`src/design/core_params.svh`:
```
`ifndef CORE_PARAMS_SVH
`define CORE_PARAMS_SVH

// data and address width
`define XLEN 32

// architectural registers, x0 included
`define NUM_REGS 32

`define RESET_PC 32'h0000_0000

// ecall, the program ends when it reaches mem/wb
`define INSN_ECALL 32'h0000_0073

`endif

```
`src/design/core_pkg.sv`:
```
`default_nettype none

package core_pkg;

    typedef enum logic [2:0] {
        alu_add,
        alu_sub,
        alu_and,
        alu_or,
        alu_xor,
        alu_pass_b
    } alu_op_e;

    typedef enum logic [1:0] {
        wb_alu,
        wb_mem,
        wb_pc_plus4
    } wb_sel_e;

    typedef enum logic [1:0] {
        fetch_idle,
        fetch_request,
        fetch_wait_data
    } fetch_state_e;

    // decoded controls travelling with each instruction
    typedef struct packed {
        alu_op_e alu_op;
        wb_sel_e wb_sel;
        logic    rf_wen;
        logic    mem_ren;
        logic    mem_wen;
        logic    is_branch;
        logic    branch_ne;
        logic    is_jal;
        logic    is_ecall;
        logic    use_imm;
    } ctrl_t;

endpackage

`default_nettype wire

```
`src/design/pipe_if.sv`:
```
`timescale 1ns/10ps
`default_nettype none
`include "core_params.svh"

// one pipeline slot between two stages
interface pipe_if;

    logic                          valid;
    logic [`XLEN-1:0]              pc;
    core_pkg::ctrl_t               ctrl;
    logic [`XLEN-1:0]              op_a;
    logic [`XLEN-1:0]              op_b;
    logic [`XLEN-1:0]              rs2_data;
    logic [`XLEN-1:0]              imm;
    logic [$clog2(`NUM_REGS)-1:0]  rd;

    modport src (output valid, pc, ctrl, op_a, op_b, rs2_data, imm, rd);

    modport snk (input valid, pc, ctrl, op_a, op_b, rs2_data, imm, rd);

endinterface

`default_nettype wire

```
`src/design/core.sv`:
```
`timescale 1ns/10ps
`default_nettype none
`include "core_params.svh"

module core (
    input  wire              clk,
    input  wire              rst_n,
    output wire              inst_start,
    output wire [`XLEN-1:0]  inst_addr,
    input  wire              inst_ready,
    input  wire [`XLEN-1:0]  inst_data,
    input  wire              inst_valid,
    output wire              d_start,
    output wire              d_write,
    output wire [`XLEN-1:0]  d_addr,
    output wire [`XLEN-1:0]  d_wdata,
    input  wire              d_ready,
    input  wire [`XLEN-1:0]  d_rdata,
    input  wire              d_rdata_valid,
    output wire              exit,
    output wire [`XLEN-1:0]  gp
);

    logic                         f_valid;
    logic [`XLEN-1:0]             f_pc;
    logic [`XLEN-1:0]             f_insn;
    logic                         stall;
    logic                         mem_busy;
    logic                         redirect;
    logic [`XLEN-1:0]             redirect_pc;
    logic                         br_taken;
    logic [`XLEN-1:0]             br_target;
    logic                         rf_we;
    logic [$clog2(`NUM_REGS)-1:0] rf_waddr;
    logic [`XLEN-1:0]             rf_wdata;

    pipe_if dx_if ();
    pipe_if xm_if ();

    fetch_stage u_fetch (.clk, .rst_n, .stall, .redirect, .redirect_pc,
        .inst_start, .inst_addr, .inst_ready, .inst_data, .inst_valid,
        .f_valid, .f_pc, .f_insn);

    // decode also watches the xm slot for hazards
    decode_stage u_decode (.clk, .rst_n, .f_valid, .f_pc, .f_insn,
        .redirect, .mem_busy, .rf_we, .rf_waddr, .rf_wdata, .stall,
        .dx(dx_if.src), .xm(xm_if.snk), .gp);

    execute_stage u_execute (.clk, .rst_n, .redirect, .mem_busy,
        .dx(dx_if.snk), .xm(xm_if.src), .br_taken, .br_target);

    mem_wb_stage u_mem_wb (.clk, .rst_n, .xm(xm_if.snk), .br_taken, .br_target,
        .d_start, .d_write, .d_addr, .d_wdata, .d_ready, .d_rdata, .d_rdata_valid,
        .mem_busy, .redirect, .redirect_pc, .rf_we, .rf_waddr, .rf_wdata, .exit);

endmodule

`default_nettype wire

```
`src/design/decode_stage.sv`:
```
`timescale 1ns/10ps
`default_nettype none
`include "core_params.svh"

module decode_stage (
    input  wire                           clk,
    input  wire                           rst_n,
    input  wire                           f_valid,
    input  wire [`XLEN-1:0]               f_pc,
    input  wire [`XLEN-1:0]               f_insn,
    input  wire                           redirect,
    input  wire                           mem_busy,
    input  wire                           rf_we,
    input  wire [$clog2(`NUM_REGS)-1:0]   rf_waddr,
    input  wire [`XLEN-1:0]               rf_wdata,
    output logic                          stall,
    pipe_if.src                           dx,
    pipe_if.snk                           xm,
    output logic [`XLEN-1:0]              gp
);

    localparam int RW = $clog2(`NUM_REGS);

    logic [`XLEN-1:0] regs [`NUM_REGS];
    logic [6:0]       opcode;
    logic [2:0]       funct3;
    logic [6:0]       funct7;
    logic [RW-1:0]    rd;
    logic [RW-1:0]    rs1;
    logic [RW-1:0]    rs2;
    logic [`XLEN-1:0] imm;
    logic [`XLEN-1:0] rs1_val;
    logic [`XLEN-1:0] rs2_val;
    core_pkg::ctrl_t  ctrl;
    logic             legal;
    logic             use_rs1;
    logic             use_rs2;
    logic             hazard;

    // x0 reads zero, a same-cycle write is seen at once
    function automatic logic [`XLEN-1:0] rf_read(input logic [RW-1:0] addr);
        if (addr == '0) begin
            return '0;
        end
        if (rf_we && rf_waddr == addr) begin
            return rf_wdata;
        end
        return regs[addr];
    endfunction

    function automatic logic slot_writes(input logic v, input logic wen,
                                         input logic [RW-1:0] slot_rd,
                                         input logic [RW-1:0] src);
        return v && wen && src != '0 && slot_rd == src;
    endfunction

    assign opcode = f_insn[6:0];
    assign rd     = f_insn[11:7];
    assign funct3 = f_insn[14:12];
    assign rs1    = f_insn[19:15];
    assign rs2    = f_insn[24:20];
    assign funct7 = f_insn[31:25];

    always_comb begin
        rs1_val = rf_read(rs1);
        rs2_val = rf_read(rs2);
    end

    // ****************************************
    // control decode
    always_comb begin
        ctrl        = '0;
        ctrl.alu_op = core_pkg::alu_add;
        ctrl.wb_sel = core_pkg::wb_alu;
        imm         = {{20{f_insn[31]}}, f_insn[31:20]};
        legal       = 1'b1;
        use_rs1     = 1'b1;
        use_rs2     = 1'b0;
        case (opcode)
            7'b0110011: begin
                ctrl.rf_wen = 1'b1;
                use_rs2     = 1'b1;
                case ({funct7, funct3})
                    10'b0000000_000: ctrl.alu_op = core_pkg::alu_add;
                    10'b0100000_000: ctrl.alu_op = core_pkg::alu_sub;
                    10'b0000000_111: ctrl.alu_op = core_pkg::alu_and;
                    10'b0000000_110: ctrl.alu_op = core_pkg::alu_or;
                    10'b0000000_100: ctrl.alu_op = core_pkg::alu_xor;
                    default:         legal = 1'b0;
                endcase
            end
            7'b0010011: begin
                legal        = (funct3 == 3'b000);
                ctrl.rf_wen  = 1'b1;
                ctrl.use_imm = 1'b1;
            end
            7'b0110111: begin
                ctrl.alu_op  = core_pkg::alu_pass_b;
                ctrl.rf_wen  = 1'b1;
                ctrl.use_imm = 1'b1;
                imm          = {f_insn[31:12], 12'b0};
                use_rs1      = 1'b0;
            end
            7'b0000011: begin
                legal        = (funct3 == 3'b010);
                ctrl.wb_sel  = core_pkg::wb_mem;
                ctrl.rf_wen  = 1'b1;
                ctrl.mem_ren = 1'b1;
                ctrl.use_imm = 1'b1;
            end
            7'b0100011: begin
                legal        = (funct3 == 3'b010);
                ctrl.mem_wen = 1'b1;
                ctrl.use_imm = 1'b1;
                imm          = {{20{f_insn[31]}}, f_insn[31:25], f_insn[11:7]};
                use_rs2      = 1'b1;
            end
            7'b1100011: begin
                legal          = (funct3[2:1] == 2'b00);
                ctrl.is_branch = 1'b1;
                ctrl.branch_ne = funct3[0];
                imm            = {{19{f_insn[31]}}, f_insn[31], f_insn[7],
                                  f_insn[30:25], f_insn[11:8], 1'b0};
                use_rs2        = 1'b1;
            end
            7'b1101111: begin
                ctrl.wb_sel = core_pkg::wb_pc_plus4;
                ctrl.rf_wen = 1'b1;
                ctrl.is_jal = 1'b1;
                imm         = {{11{f_insn[31]}}, f_insn[31], f_insn[19:12],
                               f_insn[20], f_insn[30:21], 1'b0};
                use_rs1     = 1'b0;
            end
            7'b1110011: begin
                legal         = (f_insn == `INSN_ECALL);
                ctrl.is_ecall = 1'b1;
                use_rs1       = 1'b0;
            end
            default: legal = 1'b0;
        endcase
    end

    // RAW check against the two younger-than-writeback slots
    assign hazard = f_valid &&
        ((use_rs1 && (slot_writes(dx.valid, dx.ctrl.rf_wen, dx.rd, rs1) ||
                      slot_writes(xm.valid, xm.ctrl.rf_wen, xm.rd, rs1))) ||
         (use_rs2 && (slot_writes(dx.valid, dx.ctrl.rf_wen, dx.rd, rs2) ||
                      slot_writes(xm.valid, xm.ctrl.rf_wen, xm.rd, rs2))));

    assign stall = hazard || mem_busy;
    assign gp    = regs[3];

    always_ff @(posedge clk) begin
        if (rf_we && rf_waddr != '0) begin
            regs[rf_waddr] <= rf_wdata;
        end
    end

    // ****************************************
    // dx slot, bubble on hazard or unknown encoding
    always_ff @(posedge clk or negedge rst_n) begin
        if (!rst_n) begin
            dx.valid <= 1'b0;
        end else if (redirect) begin
            dx.valid <= 1'b0;
        end else if (!mem_busy) begin
            dx.valid <= f_valid && !hazard && legal;
        end
    end

    always_ff @(posedge clk) begin
        if (!mem_busy) begin
            dx.pc       <= f_pc;
            dx.ctrl     <= ctrl;
            dx.op_a     <= rs1_val;
            dx.op_b     <= rs2_val;
            dx.rs2_data <= rs2_val;
            dx.imm      <= imm;
            dx.rd       <= rd;
        end
    end

endmodule

`default_nettype wire

```
`src/design/execute_stage.sv`:
```
`timescale 1ns/10ps
`default_nettype none
`include "core_params.svh"

module execute_stage (
    input  wire              clk,
    input  wire              rst_n,
    input  wire              redirect,
    input  wire              mem_busy,
    pipe_if.snk              dx,
    pipe_if.src              xm,
    output logic             br_taken,
    output logic [`XLEN-1:0] br_target
);

    logic [`XLEN-1:0] alu_b;
    logic [`XLEN-1:0] alu_y;
    logic             take;

    always_comb begin
        alu_b = dx.ctrl.use_imm ? dx.imm : dx.op_b;
        case (dx.ctrl.alu_op)
            core_pkg::alu_add:    alu_y = dx.op_a + alu_b;
            core_pkg::alu_sub:    alu_y = dx.op_a - alu_b;
            core_pkg::alu_and:    alu_y = dx.op_a & alu_b;
            core_pkg::alu_or:     alu_y = dx.op_a | alu_b;
            core_pkg::alu_xor:    alu_y = dx.op_a ^ alu_b;
            core_pkg::alu_pass_b: alu_y = alu_b;
            default:              alu_y = dx.op_a + alu_b;
        endcase
    end

    // beq when equal, bne when not
    assign take = dx.ctrl.is_jal ||
                  (dx.ctrl.is_branch && ((dx.op_a == dx.op_b) != dx.ctrl.branch_ne));

    always_ff @(posedge clk or negedge rst_n) begin
        if (!rst_n) begin
            xm.valid <= 1'b0;
            br_taken <= 1'b0;
        end else if (redirect) begin
            xm.valid <= 1'b0;
            br_taken <= 1'b0;
        end else if (!mem_busy) begin
            xm.valid <= dx.valid;
            br_taken <= dx.valid && take;
        end
    end

    // op_a carries the alu result onward (load/store address too)
    always_ff @(posedge clk) begin
        if (!mem_busy) begin
            xm.pc       <= dx.pc;
            xm.ctrl     <= dx.ctrl;
            xm.op_a     <= alu_y;
            xm.op_b     <= dx.op_b;
            xm.rs2_data <= dx.rs2_data;
            xm.imm      <= dx.imm;
            xm.rd       <= dx.rd;
            br_target   <= dx.pc + dx.imm;
        end
    end

endmodule

`default_nettype wire

```
`src/design/fetch_stage.sv`:
```
`timescale 1ns/10ps
`default_nettype none
`include "core_params.svh"

module fetch_stage (
    input  wire              clk,
    input  wire              rst_n,
    input  wire              stall,
    input  wire              redirect,
    input  wire [`XLEN-1:0]  redirect_pc,
    output logic             inst_start,
    output logic [`XLEN-1:0] inst_addr,
    input  wire              inst_ready,
    input  wire [`XLEN-1:0]  inst_data,
    input  wire              inst_valid,
    output logic             f_valid,
    output logic [`XLEN-1:0] f_pc,
    output logic [`XLEN-1:0] f_insn
);

    core_pkg::fetch_state_e state;
    logic [`XLEN-1:0]       pc;
    // reply of the outstanding request belongs to a flushed path
    logic                   drop;

    assign inst_start = (state == core_pkg::fetch_request);

    always_ff @(posedge clk or negedge rst_n) begin
        if (!rst_n) begin
            state     <= core_pkg::fetch_idle;
            pc        <= `RESET_PC;
            inst_addr <= `RESET_PC;
            drop      <= 1'b0;
            f_valid   <= 1'b0;
        end else begin
            // decode takes the word whenever it is not stalled
            if (redirect || !stall) begin
                f_valid <= 1'b0;
            end
            if (redirect) begin
                pc <= redirect_pc;
            end
            case (state)
                core_pkg::fetch_idle: begin
                    if (!redirect && !stall) begin
                        state     <= core_pkg::fetch_request;
                        inst_addr <= pc;
                        pc        <= pc + `XLEN'(4);
                    end
                end
                core_pkg::fetch_request: begin
                    // request stays up until accepted, even on redirect
                    if (redirect) begin
                        drop <= 1'b1;
                    end
                    if (inst_ready) begin
                        state <= core_pkg::fetch_wait_data;
                    end
                end
                core_pkg::fetch_wait_data: begin
                    if (inst_valid) begin
                        state <= core_pkg::fetch_idle;
                        drop  <= 1'b0;
                        if (!drop && !redirect) begin
                            f_valid <= 1'b1;
                        end
                    end else if (redirect) begin
                        drop <= 1'b1;
                    end
                end
                default: state <= core_pkg::fetch_idle;
            endcase
        end
    end

    always_ff @(posedge clk) begin
        if (state == core_pkg::fetch_wait_data && inst_valid) begin
            f_pc   <= inst_addr;
            f_insn <= inst_data;
        end
    end

endmodule

`default_nettype wire

```
`src/design/mem_wb_stage.sv`:
```
`timescale 1ns/10ps
`default_nettype none
`include "core_params.svh"

module mem_wb_stage (
    input  wire                          clk,
    input  wire                          rst_n,
    pipe_if.snk                          xm,
    input  wire                          br_taken,
    input  wire [`XLEN-1:0]              br_target,
    output logic                         d_start,
    output logic                         d_write,
    output logic [`XLEN-1:0]             d_addr,
    output logic [`XLEN-1:0]             d_wdata,
    input  wire                          d_ready,
    input  wire [`XLEN-1:0]              d_rdata,
    input  wire                          d_rdata_valid,
    output logic                         mem_busy,
    output logic                         redirect,
    output logic [`XLEN-1:0]             redirect_pc,
    output logic                         rf_we,
    output logic [$clog2(`NUM_REGS)-1:0] rf_waddr,
    output logic [`XLEN-1:0]             rf_wdata,
    output logic                         exit
);

    logic active;
    logic is_mem;
    // load accepted, waiting for rdata
    logic sent;
    logic done;

    // nothing retires once the program has ended
    assign active = xm.valid && !exit;
    assign is_mem = xm.ctrl.mem_ren || xm.ctrl.mem_wen;

    // ****************************************
    // data port
    assign d_start = active && is_mem && !sent;
    assign d_write = d_start && xm.ctrl.mem_wen;
    assign d_addr  = xm.op_a;
    assign d_wdata = xm.rs2_data;

    always_comb begin
        if (!is_mem) begin
            done = 1'b1;
        end else if (xm.ctrl.mem_wen) begin
            done = d_ready;
        end else begin
            done = sent && d_rdata_valid;
        end
    end

    assign mem_busy = active && !done;

    // ****************************************
    // writeback and redirect
    assign rf_we    = active && done && xm.ctrl.rf_wen;
    assign rf_waddr = xm.rd;

    always_comb begin
        case (xm.ctrl.wb_sel)
            core_pkg::wb_mem:      rf_wdata = d_rdata;
            core_pkg::wb_pc_plus4: rf_wdata = xm.pc + `XLEN'(4);
            default:               rf_wdata = xm.op_a;
        endcase
    end

    assign redirect    = active && br_taken;
    assign redirect_pc = br_target;

    always_ff @(posedge clk or negedge rst_n) begin
        if (!rst_n) begin
            sent <= 1'b0;
            exit <= 1'b0;
        end else begin
            if (d_start && d_ready && !d_write) begin
                sent <= 1'b1;
            end else if (sent && d_rdata_valid) begin
                sent <= 1'b0;
            end
            if (active && xm.ctrl.is_ecall) begin
                exit <= 1'b1;
            end
        end
    end

endmodule

`default_nettype wire

```
`config.mk`:
```
export PLATFORM = sky130hd
export DESIGN_NAME = core
export DESIGN_NICKNAME = d
export VERILOG_FILES = /design/src/design/core_pkg.sv /design/src/design/pipe_if.sv /design/src/design/core.sv /design/src/design/decode_stage.sv /design/src/design/execute_stage.sv /design/src/design/fetch_stage.sv /design/src/design/mem_wb_stage.sv
export VERILOG_INCLUDE_DIRS = /design/src /design/src/design
export SDC_FILE = /design/constraint.sdc
export NUM_CORES = 2
export LEC_CHECK = 0
export ABC_AREA = 1
export BUFFER_PORTS_ARGS = -buffer_cell sky130_fd_sc_hd__buf_2
export CAP_MARGIN = 40
export CORE_ASPECT_RATIO = 1.25
export CORE_MARGIN = 4
export CORE_UTILIZATION = 55
export CTS_BUF_LIST = sky130_fd_sc_hd__clkbuf_4 sky130_fd_sc_hd__clkbuf_8
export DETAILED_ROUTE_END_ITERATION = 12
export PLACE_DENSITY_LB_ADDON = 0.05
export SYNTH_ARGS = -nofsm -noshare
export SYNTH_HDL_FRONTEND = slang
export SYNTH_HIERARCHICAL = 1
export SYNTH_SLANG_ARGS = --single-unit
```
`constraint.sdc`:
```
create_clock -name clk -period 8 [get_ports clk]
set_clock_uncertainty 0.15 [all_clocks]
set_input_delay 2 -clock clk [delete_from_list [all_inputs] [get_ports clk]]
set_output_delay 2 -clock clk [all_outputs]
set_load 0.02 [all_outputs]
```
* Yosys cells after proc, flatten, opt, wreduce, memory -nomap -nowiden
Memory sizes are Yosys's and may differ from the RTL's. A register that Yosys moved wholly into a read port is not among the register bits.
Index checks and enable logic that the tools add are counted.
** Storage, ports and cells
- Register bits :: 422
- Memory bits (writable) :: 1024
- Output and inout port bits :: 132
- Memories kept :: 1
** Memory list
- u_decode.regs :: depth 32, bits a word 32, read ports 3, clocked after memory_dff 2, wr ports 1, RTL line decode_stage.sv:24 : logic [`XLEN-1:0] regs [`NUM_REGS];
** Cells by class
- $add $sub $neg :: 5
- Equality and inequality tests :: 33
- Mux-type cells :: 60
- Bitwise gates (word level) :: 3
- Reduce and logical (&&, ||, !) cells :: 70
** Operator list (count)
- two-way mux 32 bit :: 12
- one-hot mux 32 bit (5 select lines) :: 1
- one-hot mux 31 bit (4 select lines) :: 1
- adder 32 x 3 -> 32 bit, second input constant :: 2
- adder 32 bit :: 2
- one-hot mux 32 bit (2 select lines) :: 1
- logical AND 1 bit :: 35
- two-way mux 1 bit :: 33
- AND 32 bit :: 1
- == test 32 bit :: 1
- == test 32 x 7 -> 1 bit, second input constant :: 1
- OR 32 bit :: 1
- subtractor 32 bit :: 1
- bitwise XOR 32 bit :: 1
- == test 10 x 3 -> 1 bit, second input constant :: 3
- == test 7 x 6 -> 1 bit, second input constant :: 3
- == test 7 bit, second input constant :: 3
- == test 5 bit :: 4
- nonzero test 5 bit :: 3
- one-hot mux 3 bit (4 select lines) :: 1
- == test 10 x 9 -> 1 bit, second input constant :: 1
- zero test 10 bit :: 1
- zero test 5 bit :: 2
- two-way mux 5 bit :: 2
- 27 further kinds :: 55

* Depth between registers and ports, before layout
- Depth in word-level cells :: 14
- Gate-level depth with buffers :: 27

* Cells and area by module
Netlist, hierarchy kept.
** By module, submodules not included
- decode_stage :: times used 1, cells each 5857, area an instance 57247.4 µm², sequential area each 35158.7 µm²
- execute_stage :: times used 1, cells each 1706, area an instance 14430.1 µm², sequential area each 6356.1 µm²
- fetch_stage :: times used 1, cells each 575, area an instance 5659.2 µm², sequential area each 3623.5 µm²
- mem_wb_stage :: times used 1, cells each 448, area an instance 2461.1 µm², sequential area each 50.0 µm²

* Worst setup path before layout
Ideal clock, no wire load.
- Path kind :: in2reg
- Start :: input d_rdata_valid
- End :: register u_execute.br_taken
- Arrival time :: 6984 ps
- Required time :: 7785 ps
- Setup slack :: 801 ps
- Stages on the path :: 10
- Path buffers :: 0
- Cell sequence :: nand2_1 nand3_1 o21ai_0 inv_1 nor2_1 inv_1 nand3_1 inv_1 nand2_1 nand2_1
** Between the ends
- Cells in the longest elaborated chain, start to end :: 6
** RTL lines
- from (decl) :: RTL line core.sv:19 : input wire d_rdata_valid,
- logical AND 1 bit :: RTL line mem_wb_stage.sv:50 : done = sent && d_rdata_valid;
- two-way mux 1 bit :: RTL line mem_wb_stage.sv:47 : end else if (xm.ctrl.mem_wen) begin
- two-way mux 1 bit :: RTL line mem_wb_stage.sv:45 : if (!is_mem) begin
- zero test 1 bit :: RTL line mem_wb_stage.sv:54 : assign mem_busy = active && !done;
- logical AND 1 bit :: RTL line mem_wb_stage.sv:54
- named net mem_busy :: RTL line core.sv:28 : logic mem_busy;
- != test 2 bit (no line)
- to (signal assigned) :: RTL line execute_stage.sv:46 : br_taken <= dx.valid && take;
- to (decl) :: RTL line execute_stage.sv:12 : output logic br_taken,
The timed path passes the listed nets, and every way through them passes these cells.
A chain may end at the register's enable or synchronous reset.

* Worst setup path in the final report
- Start :: input d_rdata_valid
- End :: memory u_decode/regs[10][20] (netlist name) (enable)
** Between the ends
- Cells in the longest elaborated chain, start to end :: 8
** RTL lines
- logical AND 1 bit :: RTL line mem_wb_stage.sv:50
- two-way mux 1 bit :: RTL line mem_wb_stage.sv:47
- two-way mux 1 bit :: RTL line mem_wb_stage.sv:45
- logical AND 1 bit (2 in series) :: RTL line mem_wb_stage.sv:58 : assign rf_we = active && done && xm.ctrl.rf_wen;
- named net rf_we :: RTL line core.sv:33 : logic rf_we;
- logical AND 1 bit :: RTL line decode_stage.sv:154 : if (rf_we && rf_waddr != '0) begin
- two-way mux 1 bit :: RTL line decode_stage.sv:154
- two-way mux 1 bit (implied by the code) :: RTL line decode_stage.sv:155 : regs[rf_waddr] <= rf_wdata;
- to (decl) :: RTL line decode_stage.sv:24
The timed path passes the listed nets, and every way through them passes these cells.

==> run_results.csv <==
group,metric,value,unit
outcome,status,"complete, no violations",
die,std_cell_rows,153,
die,pin_count,202,
drt,routedWlPerCell,26.7,um
critical_path,path_class,"primary input to register",
timing,finalCriticalPeriod,4.98,ns
drt,antenna_left,0,
pwr,ir_drop,227,uV
drt,drt-initial-drc-count,8452,
clocking,path_clk_slew,0.06,ns
timing,max_freq,201,MHz
clocking,cts-root-buf,"clkbuf_8",
critical_path,crit_start,"d_rdata_valid",
timing,setup_slack,3.02,ns
timing,slew_headroom,22.0,%
clocking,cts_tree,"built",
timing,finalSetupViolations,0,
global_route,antenna_found_initial,12,
placement,port_buffers,201,
yosys,ys_warn_count,6,
critical_path,cp.required,8.46,ns
clocking,cts_buffers,225,
critical_path,r2r_setup_slack,3.40,ns
timing,tns,0,ns
cells_and_area,synthToLayoutAreaGrowth,8.72,%
die,initial_utilization,55.6,%
critical_path,r2r_end,"u_execute/xm.op_a[26]",
global_route,grt_max_degree,221,
placement,placedInstanceArea,79800,um2
timing,hold_viol,0,
placement,hpwlAfterDp,187,mm
clocking,clk_latency,0.99,ns
clocking,cts_buffer_depth,3,
drt,remaining_drc_errors,0,
clocking,postCtsHoldBufs,0,
yosys,synth_area,77700,um2
cells_and_area,drive_gt1_share,10.5,%
global_route,grt_pass1_wl,404,mm
clocking,cts_num_sinks,1446,
die,die_x,344,um
placement,place_ws,2.22,ns
die,core_area,140000,um2
critical_path,end_kind,"register",
critical_path,r2r_start,"u_decode/dx.ctrl[0]",
pwr,fin_total_pwr,23.9,mW
global_route,grtUsageMet2,59.3,%
cells_and_area,fillers,12000,
critical_path,r2r_cells,20,
critical_path,worstSetupEndpoint,"u_decode/regs[10][20]",
global_route,grt_pass1_vias,61500,
drt,first_pass_iters,8,
hold_path,hold_class,"register to register",
die,dieArea,147000,um2
global_route,busiest_layer,"met2",
clocking,cts_setup_buffers,0,
cells_and_area,fin_area,84400,um2
global_route,met1_usage,46.8,%
pwr,power_density,283,nW/um2
placement,gp_congestion,0.995,
timing,slew_violations,0,
timing,fin_crit_sh,62.2,%
critical_path,critPathMaxFanout,19,
die,die_y,428,um
timing,tightest_slew,1.17,ns
clocking,post_cts_resized,0,
flow_run,maxCapViolations,0,
drt,vias,65100,
global_route,grt_usage,37.3,%
yosys,synthCells,8515,
yosys,syn_avg_cell_area,9.12,um2
cells_and_area,fin_nets,8690,
critical_path,start_kind,"primary input",
timing,rsz0062_at_grt,"no",
pwr,leakage,33.4,nW
critical_path,arrival,5.44,ns
drt,finalWirelength,282,mm
drt,routed_via_density,6.18,
clocking,h-tree-depth,4,
global_route,use_met3,7.42,%
global_route,grt.overflow.total,0,
placed cells by master (no fill, tap or decap), types with 73 or more instances in the layout:
master and n:
nand2_1 1698, ha_1 135, nor2_1 557, edfxtp_1 1373, a21oi_1 745, nand3_1 790
inv_1 784, o211ai_1 347, dfrtp_1 73, o21ai_0 833, clkbuf_8 238, buf_2 200
buf_4 129
cell type report:
class                           count  area, um2  share of cell area (%)
Antenna cell                       12       30.0                  0.0356
Clock buffer                      307       3790                    4.49
Clock inverter                     98        802                   0.950
Inverter                          808       3070                    3.63
Multi-Input combinational cell   5645      28700                    34.0
Sequential cell                  1446      43100                    51.0
Tap cell                         1860       2330                    2.76
Timing Repair Buffer              357       2640                    3.12
power breakdown:
group	switching [mW]	internal (mW)	total [mW]
Clock	2.97	3.48	6.45
Sequential	0.726	9.85	10.6
Combinational	5.12	1.72	6.84
Total	8.82	15.0	23.9
worst max-delay path: stages:
cell	delay [ns]
buf_2	0.08
nand2_1	0.06
nand3_1	0.06
o21ai_0	0.17
inv_1	0.13
nand2_1	0.05
nor2_1	0.71
nand3_1	0.77
nor2_4	0.90
buf_4	0.48
state kept, by name, summed over array words and instances (netlist names), 13 cells and up:
name	count
u_decode/regs	1024
u_decode/dx.imm	32
u_decode/dx.op_a	32
u_decode/dx.pc	32
u_decode/dx.rs2_data	32
u_execute/br_target	32
u_execute/xm.op_a	32
u_execute/xm.pc	32
u_execute/xm.rs2_data	32
u_fetch/f_insn	32
u_fetch/f_pc	32
u_fetch/inst_addr	32
u_fetch/pc	32
u_decode/dx.ctrl	13
routing by layer:
layer	up-vias	routed length (um)
met2	3788	130000
met5	-	27
met1	31200	103000
met4	4	20100
met3	780	28500
li1	29300	-
through the flow:
stage | std cells | hold WS (ns) | util (%)
6_report | 10500 | 0.263 | 60.4
5_1_grt | 10500 | 0.281 | 60.4
4_1_cts | 10500 | 0.268 | 60.4
3_5_place_dp | 10100 | 0.255 | 57.1
3_3_place_gp | 10100 | 0.251 | 56.8
2_1_floorplan | 8546 | 0.250 | -
how the worst min path moves through the flow:
stage	cells past startpoint	from	endpoint
global placement	0	u_decode/dx.ctrl[8]	u_execute/xm.ctrl[8]
CTS	0	u_fetch/f_pc[2]	u_decode/dx.pc[2]
floorplan	0	u_fetch/f_pc[0]	u_decode/dx.pc[0]
detailed placement	0	u_fetch/f_pc[2]	u_decode/dx.pc[2]
finish	0	u_fetch/f_pc[8]	u_decode/dx.pc[8]
global route	0	u_fetch/f_pc[0]	u_decode/dx.pc[0]
No activity file was read; power rests on OpenSTA's default activity.
